===== config.mk =====
export PLATFORM = sky130hd
export DESIGN_NAME = game_core
export DESIGN_NICKNAME = d
export VERILOG_FILES = /design/src/hdl/game_pkg.sv /design/src/hdl/pixel_if.sv /design/src/hdl/frame_sequencer.sv /design/src/hdl/scroll_control.sv /design/src/hdl/score_counter.sv /design/src/hdl/game_core.sv
export SDC_FILE = /design/constraint.sdc
export NUM_CORES = 1
export LEC_CHECK = 0
export BUFFER_PORTS_ARGS = -buffer_cell sky130_fd_sc_hd__buf_2
export CORE_ASPECT_RATIO = 2
export CORE_MARGIN = 2
export CORE_UTILIZATION = 33
export CTS_CLUSTER_DIAMETER = 80
export CTS_CLUSTER_SIZE = 40
export DETAILED_ROUTE_END_ITERATION = 10
export SLEW_MARGIN = 20
export SYNTH_ARGS = -nofsm -noshare
export SYNTH_HDL_FRONTEND = slang
export SYNTH_HIERARCHICAL = 1
export SYNTH_SLANG_ARGS = --single-unit

===== constraint.sdc =====
create_clock -name CLOCK_50 -period 2.6 [get_ports CLOCK_50]
set_input_delay 0.13 -clock CLOCK_50 [delete_from_list [all_inputs] [get_ports CLOCK_50]]
set_output_delay 0.13 -clock CLOCK_50 [all_outputs]
set_load 0.01 [all_outputs]

===== src/hdl/game_pkg.sv =====
package game_pkg;

	//----------------------------------------------------------------------
	// Screen geometry and colour
	//----------------------------------------------------------------------

	typedef logic [7:0] screen_x_t;		// Column 0..159
	typedef logic [6:0] screen_y_t;		// Row 0..119
	typedef logic [8:0] colour_t;		// 3 bits per channel, R in the top bits

	//----------------------------------------------------------------------
	// Level memory
	//----------------------------------------------------------------------

	typedef logic [14:0] level_addr_t;	// Word address into the tile map
	typedef logic [3:0] tile_code_t;	// Tile code returned by the level memory
	typedef logic [15:0] tile_pos_t;	// Level x offset in whole tiles

	// Score display
	typedef logic [3:0] bcd_digit_t;
	typedef logic [6:0] seg7_t;		// Active low, bit 0 is segment a

	// Frame loop phases in execution order
	typedef enum logic [2:0]
	{
		PHASE_BACKGROUND = 3'd0,
		PHASE_CHARACTER = 3'd1,
		PHASE_COLLISIONS = 3'd2,
		PHASE_MOVEMENT = 3'd3,
		PHASE_WAIT = 3'd4
	} game_phase_t;

	//----------------------------------------------------------------------
	// Default timing for a 50 MHz clock
	//----------------------------------------------------------------------

	localparam logic [19:0] DEFAULT_FRAME_CYCLES = 20'd833333;	// 60 frames/s
	localparam logic [25:0] DEFAULT_SCORE_TICK_CYCLES = 26'd50000000;	// One second

endpackage


===== src/hdl/pixel_if.sv =====
`timescale 1ns/1ps

// One pixel write stream toward the frame buffer
interface pixel_if
	import game_pkg::*;
	();

	screen_x_t x;		// Pixel column
	screen_y_t y;		// Pixel row
	colour_t colour;	// Pixel colour
	logic plot;		// Write strobe, one pixel per cycle

	// Drawer side
	modport source
	(
		output x, y, colour, plot
	);

	// Consumer side
	modport sink
	(
		input x, y, colour, plot
	);

endinterface


===== src/hdl/frame_sequencer.sv =====
`timescale 1ns/1ps

module frame_sequencer
	import game_pkg::*;
	#(
		parameter logic [19:0] FRAME_CYCLES = DEFAULT_FRAME_CYCLES
	)
	(
		input logic CLOCK_50,
		input logic resetn,
		input logic draw_background_done,	// Single-cycle strobes
		input logic draw_character_done,
		input logic detect_collisions_done,
		input level_addr_t bg_level_addr,
		input level_addr_t coll_level_addr,
		pixel_if.sink bg_pix,
		pixel_if.sink char_pix,
		pixel_if.source vga_pix,
		output game_phase_t phase,
		output logic draw_background_enable,
		output logic draw_character_enable,
		output logic detect_collisions_enable,
		output logic movement_enable,
		output level_addr_t level_addr
	);

	game_phase_t next_phase;
	logic [19:0] frame_timer;		// Cycles since the background phase ended
	logic frame_elapsed;

	assign frame_elapsed = (frame_timer == FRAME_CYCLES);

	//----------------------------------------------------------------------
	// Phase register
	//----------------------------------------------------------------------

	always_ff @(posedge CLOCK_50 or negedge resetn)
	begin
		if (!resetn)
			phase <= PHASE_BACKGROUND;	// Frame starts drawing at once
		else
			phase <= next_phase;
	end

	// Advance on each done strobe
	always_comb
	begin
		next_phase = phase;
		case (phase)
			PHASE_BACKGROUND:
				if (draw_background_done)
					next_phase = PHASE_CHARACTER;
			PHASE_CHARACTER:
				if (draw_character_done)
					next_phase = PHASE_COLLISIONS;
			PHASE_COLLISIONS:
				if (detect_collisions_done)
					next_phase = PHASE_MOVEMENT;
			PHASE_MOVEMENT:
				next_phase = PHASE_WAIT;	// Single cycle
			PHASE_WAIT:
				if (frame_elapsed)
					next_phase = PHASE_BACKGROUND;
			default:
				next_phase = PHASE_BACKGROUND;	// Recover from unused codes
		endcase
	end

	//----------------------------------------------------------------------
	// Frame timer
	//----------------------------------------------------------------------

	always_ff @(posedge CLOCK_50 or negedge resetn)
	begin
		if (!resetn)
			frame_timer <= '0;
		else if (phase == PHASE_BACKGROUND)
			frame_timer <= '0;		// Held clear while drawing background
		else if (!frame_elapsed)
			frame_timer <= frame_timer + 20'd1;	// Saturate at the frame length
	end

	// Moore enables, one per phase
	assign draw_background_enable = (phase == PHASE_BACKGROUND);
	assign draw_character_enable = (phase == PHASE_CHARACTER);
	assign detect_collisions_enable = (phase == PHASE_COLLISIONS);
	assign movement_enable = (phase == PHASE_MOVEMENT);

	//----------------------------------------------------------------------
	// Shared bus steering
	//----------------------------------------------------------------------

	always_comb
	begin
		vga_pix.x = '0;		// Idle bus outside drawing phases
		vga_pix.y = '0;
		vga_pix.colour = '0;
		vga_pix.plot = 1'b0;
		case (phase)
			PHASE_BACKGROUND:
			begin
				vga_pix.x = bg_pix.x;
				vga_pix.y = bg_pix.y;
				vga_pix.colour = bg_pix.colour;
				vga_pix.plot = bg_pix.plot;
			end
			PHASE_CHARACTER:
			begin
				vga_pix.x = char_pix.x;
				vga_pix.y = char_pix.y;
				vga_pix.colour = char_pix.colour;
				vga_pix.plot = char_pix.plot;
			end
			default:
			begin
				vga_pix.plot = 1'b0;
			end
		endcase
	end

	// Level memory owner
	always_comb
	begin
		case (phase)
			PHASE_BACKGROUND: level_addr = bg_level_addr;	// Tile fetch
			PHASE_COLLISIONS: level_addr = coll_level_addr;	// Neighbour lookup
			default: level_addr = '0;
		endcase
	end

endmodule


===== src/hdl/scroll_control.sv =====
`timescale 1ns/1ps

module scroll_control
	import game_pkg::*;
	(
		input logic CLOCK_50,
		input logic resetn,
		input logic movement_enable,	// High for the one movement cycle
		input logic key_left,		// Active low
		input logic key_right,		// Active low
		input logic left_blocked,
		input logic right_blocked,
		output tile_pos_t tile_pos
	);

	logic move_right;
	logic move_left;

	//----------------------------------------------------------------------
	// Move requests
	//----------------------------------------------------------------------

	// Right wins when both keys are down
	assign move_right = !key_right && !right_blocked;

	// Left only considered without a right move
	assign move_left = !key_left && !left_blocked && !move_right;

	//----------------------------------------------------------------------
	// Offset register
	//----------------------------------------------------------------------

	always_ff @(posedge CLOCK_50 or negedge resetn)
	begin
		if (!resetn)
		begin
			tile_pos <= '0;		// Level start
		end
		else if (movement_enable)
		begin
			if (move_right)
				tile_pos <= tile_pos + 16'd1;	// Wraps at 2^16
			else if (move_left)
				tile_pos <= tile_pos - 16'd1;	// 0 goes to 65535
		end
	end

endmodule


===== src/hdl/score_counter.sv =====
`timescale 1ns/1ps

module score_counter
	import game_pkg::*;
	#(
		parameter logic [25:0] SCORE_TICK_CYCLES = DEFAULT_SCORE_TICK_CYCLES
	)
	(
		input logic CLOCK_50,
		input logic resetn,
		output seg7_t hex0,		// Units
		output seg7_t hex1,		// Tens
		output seg7_t hex2		// Hundreds
	);

	logic [25:0] prescale;
	logic tick;
	bcd_digit_t digit [3];
	logic [3:0] carry;		// carry[i] advances digit i

	// Digit to active-low segments, bit 0 is segment a
	function automatic seg7_t seg_decode(input bcd_digit_t d);
		case (d)
			4'd0: seg_decode = 7'b1000000;	// All but g
			4'd1: seg_decode = 7'b1111001;
			4'd2: seg_decode = 7'b0100100;
			4'd3: seg_decode = 7'b0110000;
			4'd4: seg_decode = 7'b0011001;
			4'd5: seg_decode = 7'b0010010;
			4'd6: seg_decode = 7'b0000010;
			4'd7: seg_decode = 7'b1111000;
			4'd8: seg_decode = 7'b0000000;
			4'd9: seg_decode = 7'b0010000;
			default: seg_decode = 7'b1111111;	// Blank
		endcase
	endfunction

	//----------------------------------------------------------------------
	// Prescaler
	//----------------------------------------------------------------------

	assign tick = (prescale == SCORE_TICK_CYCLES - 26'd1);

	always_ff @(posedge CLOCK_50 or negedge resetn)
	begin
		if (!resetn)
			prescale <= '0;
		else if (tick)
			prescale <= '0;
		else
			prescale <= prescale + 26'd1;
	end

	//----------------------------------------------------------------------
	// Decimal counter chain
	//----------------------------------------------------------------------

	assign carry[0] = tick;
	assign carry[1] = carry[0] && (digit[0] == 4'd9);	// Units roll over
	assign carry[2] = carry[1] && (digit[1] == 4'd9);
	assign carry[3] = carry[2] && (digit[2] == 4'd9);	// 999 to 000

	always_ff @(posedge CLOCK_50 or negedge resetn)
	begin
		if (!resetn)
		begin
			for (int i = 0; i < 3; i++)
				digit[i] <= '0;
		end
		else
		begin
			for (int i = 0; i < 3; i++)
				if (carry[i])
					digit[i] <= carry[i+1] ? 4'd0 : digit[i] + 4'd1;
		end
	end

	// Display drivers
	assign hex0 = seg_decode(digit[0]);
	assign hex1 = seg_decode(digit[1]);
	assign hex2 = seg_decode(digit[2]);

endmodule


===== src/hdl/game_core.sv =====
`timescale 1ns/1ps

module game_core
	import game_pkg::*;
	#(
		parameter logic [19:0] FRAME_CYCLES = DEFAULT_FRAME_CYCLES,
		parameter logic [25:0] SCORE_TICK_CYCLES = DEFAULT_SCORE_TICK_CYCLES
	)
	(
		input logic CLOCK_50,
		input logic resetn,
		input logic key_left,			// Push keys, active low
		input logic key_right,
		input logic draw_background_done,
		input logic draw_character_done,
		input logic detect_collisions_done,
		input logic left_blocked,		// From the collision detector
		input logic right_blocked,
		input screen_x_t bg_x,			// Background drawer stream
		input screen_y_t bg_y,
		input colour_t bg_colour,
		input logic bg_plot,
		input level_addr_t bg_level_addr,
		input screen_x_t char_x,		// Character drawer stream
		input screen_y_t char_y,
		input colour_t char_colour,
		input logic char_plot,
		input level_addr_t coll_level_addr,
		output logic draw_background_enable,
		output logic draw_character_enable,
		output logic detect_collisions_enable,
		output logic movement_enable,
		output game_phase_t phase,
		output screen_x_t vga_x,		// Toward the VGA adapter
		output screen_y_t vga_y,
		output colour_t vga_colour,
		output logic vga_plot,
		output level_addr_t level_addr,
		output tile_pos_t tile_pos,
		output seg7_t hex0,
		output seg7_t hex1,
		output seg7_t hex2
	);

	//----------------------------------------------------------------------
	// Pixel streams
	//----------------------------------------------------------------------

	pixel_if bg_pix ();
	pixel_if char_pix ();
	pixel_if vga_pix ();

	assign bg_pix.x = bg_x;
	assign bg_pix.y = bg_y;
	assign bg_pix.colour = bg_colour;
	assign bg_pix.plot = bg_plot;

	assign char_pix.x = char_x;
	assign char_pix.y = char_y;
	assign char_pix.colour = char_colour;
	assign char_pix.plot = char_plot;

	assign vga_x = vga_pix.x;
	assign vga_y = vga_pix.y;
	assign vga_colour = vga_pix.colour;
	assign vga_plot = vga_pix.plot;

	//----------------------------------------------------------------------
	// Frame loop
	//----------------------------------------------------------------------

	frame_sequencer #(
		.FRAME_CYCLES(FRAME_CYCLES)
	) u_sequencer (
		.CLOCK_50(CLOCK_50),
		.resetn(resetn),
		.draw_background_done(draw_background_done),
		.draw_character_done(draw_character_done),
		.detect_collisions_done(detect_collisions_done),
		.bg_level_addr(bg_level_addr),
		.coll_level_addr(coll_level_addr),
		.bg_pix(bg_pix.sink),
		.char_pix(char_pix.sink),
		.vga_pix(vga_pix.source),
		.phase(phase),
		.draw_background_enable(draw_background_enable),
		.draw_character_enable(draw_character_enable),
		.detect_collisions_enable(detect_collisions_enable),
		.movement_enable(movement_enable),
		.level_addr(level_addr)
	);

	// Level offset, stepped once per frame
	scroll_control u_scroll (
		.CLOCK_50(CLOCK_50),
		.resetn(resetn),
		.movement_enable(movement_enable),
		.key_left(key_left),
		.key_right(key_right),
		.left_blocked(left_blocked),
		.right_blocked(right_blocked),
		.tile_pos(tile_pos)
	);

	// Elapsed seconds on the displays
	score_counter #(
		.SCORE_TICK_CYCLES(SCORE_TICK_CYCLES)
	) u_score (
		.CLOCK_50(CLOCK_50),
		.resetn(resetn),
		.hex0(hex0),
		.hex1(hex1),
		.hex2(hex2)
	);

endmodule


==> out/results.tsv, run 1 <==
metric	value	unit
cp-startpoint	u_scroll/tile_pos[0]	
crit_buf_inv	1	
portBuffers	172	
drtIter0Drc	164	
critical_path_depth	8	
crit_family	compound AO/OA/AOI/OAI gates	
coreArea	16700	um2
finalHoldViolations	0	
critPathRequiredTime	2.77	ns
nets	909	
drive_above_1_share	29.1	%
r2r_end	u_scroll/tile_pos[12]	
ios	173	
synth_top_flop_cell	dfrtp_1	
finalClockSkew	0.00989	ns
h-tree-depth	3	
synthTopCellsByArea	dfrtp_1, ha_1, a22o_1	
fin_area	6980	um2
globalplace.congestion	0.887	
die_h	188	um
synth.yosys.seq_area_share	34.6	%
final-max-slew-violation-count	0	
yosysWarnings	6	
syn_area	5580	um2
clock_path_buffers	2	
synthCells	622	
post-synth-top-count-cell	dfrtp_1	
synth_top_cell_by_area	dfrtp_1	
cts_tree	done	
cp_slowest_cell	fa_1	
reg2regPathDepth	8	
grt_use_total	17.3	%
power	6090	uW
cap_violations	0	
cts_num_sinks	77	
fmaxAchievable	429	MHz
routed_wl	15200	um
synthesis.nets	745	
cts_resized	0	
rsz0062_at_grt	false	
crit_path_max_incr_delay	0.47	ns
power.density	872	nW/um2
worst_slew_pin_slew	0.591	ns
root_buffer	clkbuf_16	
synth_edf_count	0	
drc	0	
grt_pass1_vias	5194	
cts_setup_buffers	0	
antenna_left	0	
insertion_delay	0.34	ns
antenna_found_initial	0	
arrival	2.50	ns
hold_path.class	in2reg	
synth_top_area_share	34.6	%
gr-total-overflow	0	
finalCriticalPeriod	2.33	ns
area_growth	25.2	%
status	finished, final reports clean	
ir_drop	0.549	mV
ys_types	70	
routedWlPerCell	15.2	um
routed_via_density	5.33	
row_count	67	
yosys_register_bits	77	
die-area	18000	um2
setup_viol	0	
route.vias.total	5313	
async_reset_ff_share	100	%
grt_max_degree	44	
crit_type	reg2reg	
antenna_cells	0	
relSlewSlack	60.6	%
dp_hpwl	11700	um
start_util	33.4	%
die_w	95.9	um
dp.cells	981	
setup-tns-final	0	ns
cp_cell_sequence	inv_1, fa_1, nor2b_1, o21ai_0, a21bo_2, a2111oi_2, mux2i_1, o311ai_0	
finalNonFillerCells	997	
synthTopCellsByCount	dfrtp_1, nor2_1, nand2_1	
setup.worst_path.end	u_scroll/tile_pos[12]	
cts_buffers	9	
crit_path_end_kind	register	
p_leak	0.00340	uW
finalCritPeriodShare	89.6	%
grt_pass1_wl	24800	um
clk_pin_slew	0.06	ns
critPathLaunchType	register	
syn_avg_cell_area	8.96	um2
dr.pass1.iters	4	
rrSetupSlack	0.27	ns
cp_max_fo	5	
dpl_cell_area	6620	um2
rr_startpoint	u_scroll/tile_pos[0]	
[through the flow]
step | util, % | setup slack, ns | hold WS [ns]
global route | 41.8 | 0.0806 | 0.0633
CTS | 41.8 | 0.258 | 0.0403
detailed placement | 39.7 | 0.119 | 0.185
finish | 41.8 | 0.270 | 0.0515
global placement | 39.7 | 0.152 | 0.178
floorplan | - | 0.414 | -0.166
[tightest hold or removal path: stages]
cell,delay (ns)
buf_2,0.07
a31oi_1,0.07
nor2_1,0.08
[cell families after synthesis]
| logic type | count (synthesis) | synth area share, % |
|---|---|---|
| flip-flops | 77 | 34.6 |
| adder cells (fa/ha/maj) | 34 | 7.76 |
| buffers and inverters | 57 | 5.12 |
| XOR/XNOR | 37 | 5.81 |
| multiplexers | 15 | 2.83 |
| AO/OA/AOI/OAI | 160 | 19.6 |
| AND/OR/NAND/NOR | 242 | 24.3 |
[where the power goes]
part | internal (uW) | leakage [uW] | total (uW) | switching, uW
logic | 1370 | 0.00220 | 3060 | 1700
clock network | 983 | 0.000172 | 1480 | 497
registers | 1360 | 0.00103 | 1540 | 185
[registers in the layout, indices dropped and copies added (netlist names)]
name	cells
u_score/digit	12
u_score/prescale	26
u_scroll/tile_pos	16
u_sequencer/frame_timer	20
u_sequencer/phase	3
[routing by layer]
metal,up-vias,share of wire [%],track usage [%],wire [um]
met5,-,0,0,0
met4,0,2.2,6.54,332
met3,20,3.8,1.81,585
met2,150,55,31.7,8320
met1,2534,39,20.0,5960
li1,2609,-,-,-
[worst min path at each step]
stage,startpoint,endpoint,slack (ns),depth (start not counted)
after floorplan,resetn,u_score/digit[0],-0.17,0
after global placement,resetn,u_scroll/tile_pos[13],0.18,1
after detailed placement,resetn,u_scroll/tile_pos[14],0.18,1
after CTS,detect_collisions_done,u_sequencer/phase[0],0.04,3
after global routing,detect_collisions_done,u_sequencer/phase[0],0.06,3
final,detect_collisions_done,u_sequencer/phase[0],0.05,3
[cell type report]
type	instances	area (um2)
Tap cell	207	259
Clock inverter	4	95.1
Sequential cell	77	1930
Inverter	26	98.8
Clock buffer	11	253
Timing Repair Buffer	184	981
Multi-Input combinational cell	488	3370
Fill cell	1693	9700
[repair_timing]
action / 4_1_cts / 5_1_grt
hold endpoints to repair: 42 / 0
setup endpoints to repair: 0 / 0
hold buffers: 1 / 0
[placed cells by master (no fill, tap or decap), types with 6 or more instances in the layout]
master / synthesis / final
inv_1: 22 / 22
mux2_1: 6 / 6
dfrtp_1: 77 / 77
xnor2_1: 18 / 18
buf_2: 16 / 171
mux2i_1: 9 / 9
nand4_1: 13 / 13
and4_1: 11 / 11
a22o_1: 40 / 40
nor4_1: 11 / 11
and3_1: 8 / 8
a21oi_1: 33 / 33
nand2_1: 56 / 56
buf_4: 2 / 10
or4_1: 6 / 6
nand3_1: 23 / 23
clkbuf_16: 0 / 9
nor3_1: 9 / 9
o21ai_0: 34 / 33
nor2_1: 57 / 57
ha_1: 33 / 33
a21o_1: 8 / 8
a31oi_1: 14 / 14
xor2_1: 19 / 19
(Power assumes the default switching activity.)
==> run 2, diff against run 1 <==
MAX_ROUTING_LAYER = met4   (was default)
==> out/results.tsv, run 2 (synthesis gave the netlist of run 1 again) <==
metric	value	unit
routed_via_density	5.30	
relSlewSlack	60.6	%
largest_reg_flops	26	
drive_above_1_share	29.1	%
p_leak	0.00340	uW
finalCriticalPeriod	2.33	ns
hold_path.class	in2reg	
ios	173	
cts_setup_buffers	0	
setup_viol	0	
top_register	u_score/prescale	
n_fill_cell	1693	
final-max-slew-violation-count	0	
antenna_left	0	
finalCritPeriodShare	89.8	%
crit_path_end_kind	register	
globalplace.congestion	0.902	
worst_slew_pin_slew	0.591	ns
die_h	188	um
ir_drop	0.550	mV
die-area	18000	um2
root_buffer	clkbuf_16	
route.vias.total	5280	
finalClockSkew	0.0105	ns
gr-total-overflow	0	
cts_tree	done	
start_util	33.4	%
mostFrequentLayoutCells	buf_2, dfrtp_1, nor2_1	
crit_type	reg2reg	
top_regs	u_score/prescale x26, u_sequencer/frame_timer x20, u_scroll/tile_pos x16	
grt_pass1_vias	5200	
final_common_cell	buf_2	
status	finished, final reports clean	
finalHoldViolations	0	
drtIter0Drc	174	
cap_violations	0	
antenna_cells	0	
critPathRequiredTime	2.77	ns
cts_num_sinks	77	
grt_max_degree	44	
critPathLaunchType	register	
die_w	95.9	um
setup-tns-final	0	ns
rsz0062_at_grt	false	
row_count	67	
drc	0	
area_growth	25.2	%
post-route-util	41.8	%
portBuffers	172	
insertion_delay	0.34	ns
routedWlPerCell	15.2	um
dp_hpwl	11700	um
clk_pin_slew	0.06	ns
fmaxAchievable	428	MHz
grt_pass1_wl	24800	um
antenna_found_initial	0	
cts_buffers	9	
coreArea	16700	um2
clock_path_buffers	2	
routed_wl	15200	um
power.density	872	nW/um2
grt_use_total	17.8	%
dr.pass1.iters	4	
nets	909	
cp_max_fo	5	
h-tree-depth	3	
arrival	2.51	ns
[run 2: final cells by class]
type	count	area, um2	area share (%)
clock inverters	4	95.1	1.36
inverters	26	98.8	1.42
multi-input cells	488	3370	48.2
well taps	207	259	3.71
clock buffers	11	253	3.62
flip-flops and latches	77	1930	27.6
repair buffers	184	981	14.1
[run 2: power breakdown]
part | switching, uW | internal [uW] | leakage [uW]
clock | 498 | 983 | 0.000172
combinational | 1700 | 1370 | 0.00220
sequential | 186 | 1360 | 0.00103
[run 2: repair_timing]
action,CTS,global route
gates resized for setup,0,0
endpoints found under the hold margin,42,0
hold buffers,1,0
[run 2: through the flow]
stage | cells | hold slack, ns | power [uW] | worst slack (ns) | instance area, um2
global placement | 981 | 0.178 | 4630 | 0.152 | 6620
global route | 997 | 0.0614 | 6530 | 0.0806 | 6980
floorplan | 622 | -0.166 | 3630 | 0.414 | 5580
CTS | 997 | 0.0403 | 6140 | 0.258 | 6980
finish | 997 | 0.0508 | 6090 | 0.265 | 6980
detailed placement | 981 | 0.185 | 4640 | 0.119 | 6620
[run 2: per-layer routing]
metal / GRT usage, % / part of all wire (%) / routed length, um / vias up
met5: - / 0 / 0 / -
li1: - / - / - / 2610
met2: 31.7 / 55 / 8310 / 148
met1: 20.1 / 39 / 5890 / 2500
met4: 5.88 / 2.0 / 308 / 0
met3: 2.17 / 4.4 / 664 / 22
[run 2: path summary, 6_finish.rpt]
| check | slack [ns] | depth (start not counted) | endpoint | from |
|---|---|---|---|---|
| setup / recovery | 0.27 | 8 | u_scroll/tile_pos[12] | u_scroll/tile_pos[0] |
| hold / removal | 0.05 | 3 | u_sequencer/phase[0] | detect_collisions_done |
| setup reg to reg | 0.27 | 8 | u_scroll/tile_pos[12] | u_scroll/tile_pos[0] |
| hold reg to reg | 0.45 | 1 | u_score/prescale[0] | u_score/prescale[0] |
| max in group asynchronous | 1.65 | 3 | u_score/digit[4] | resetn |
| min in group asynchronous | 0.33 | 2 | u_scroll/tile_pos[14] | resetn |
[run 2: worst max-delay path, stage by stage, from the launching register on]
cell and delay, ns:
dfrtp_1 0.39, inv_1 0.10, fa_1 0.47, nor2b_1 0.11, o21ai_0 0.12, a21bo_2 0.29
a2111oi_2 0.34, mux2i_1 0.21, o311ai_0 0.15
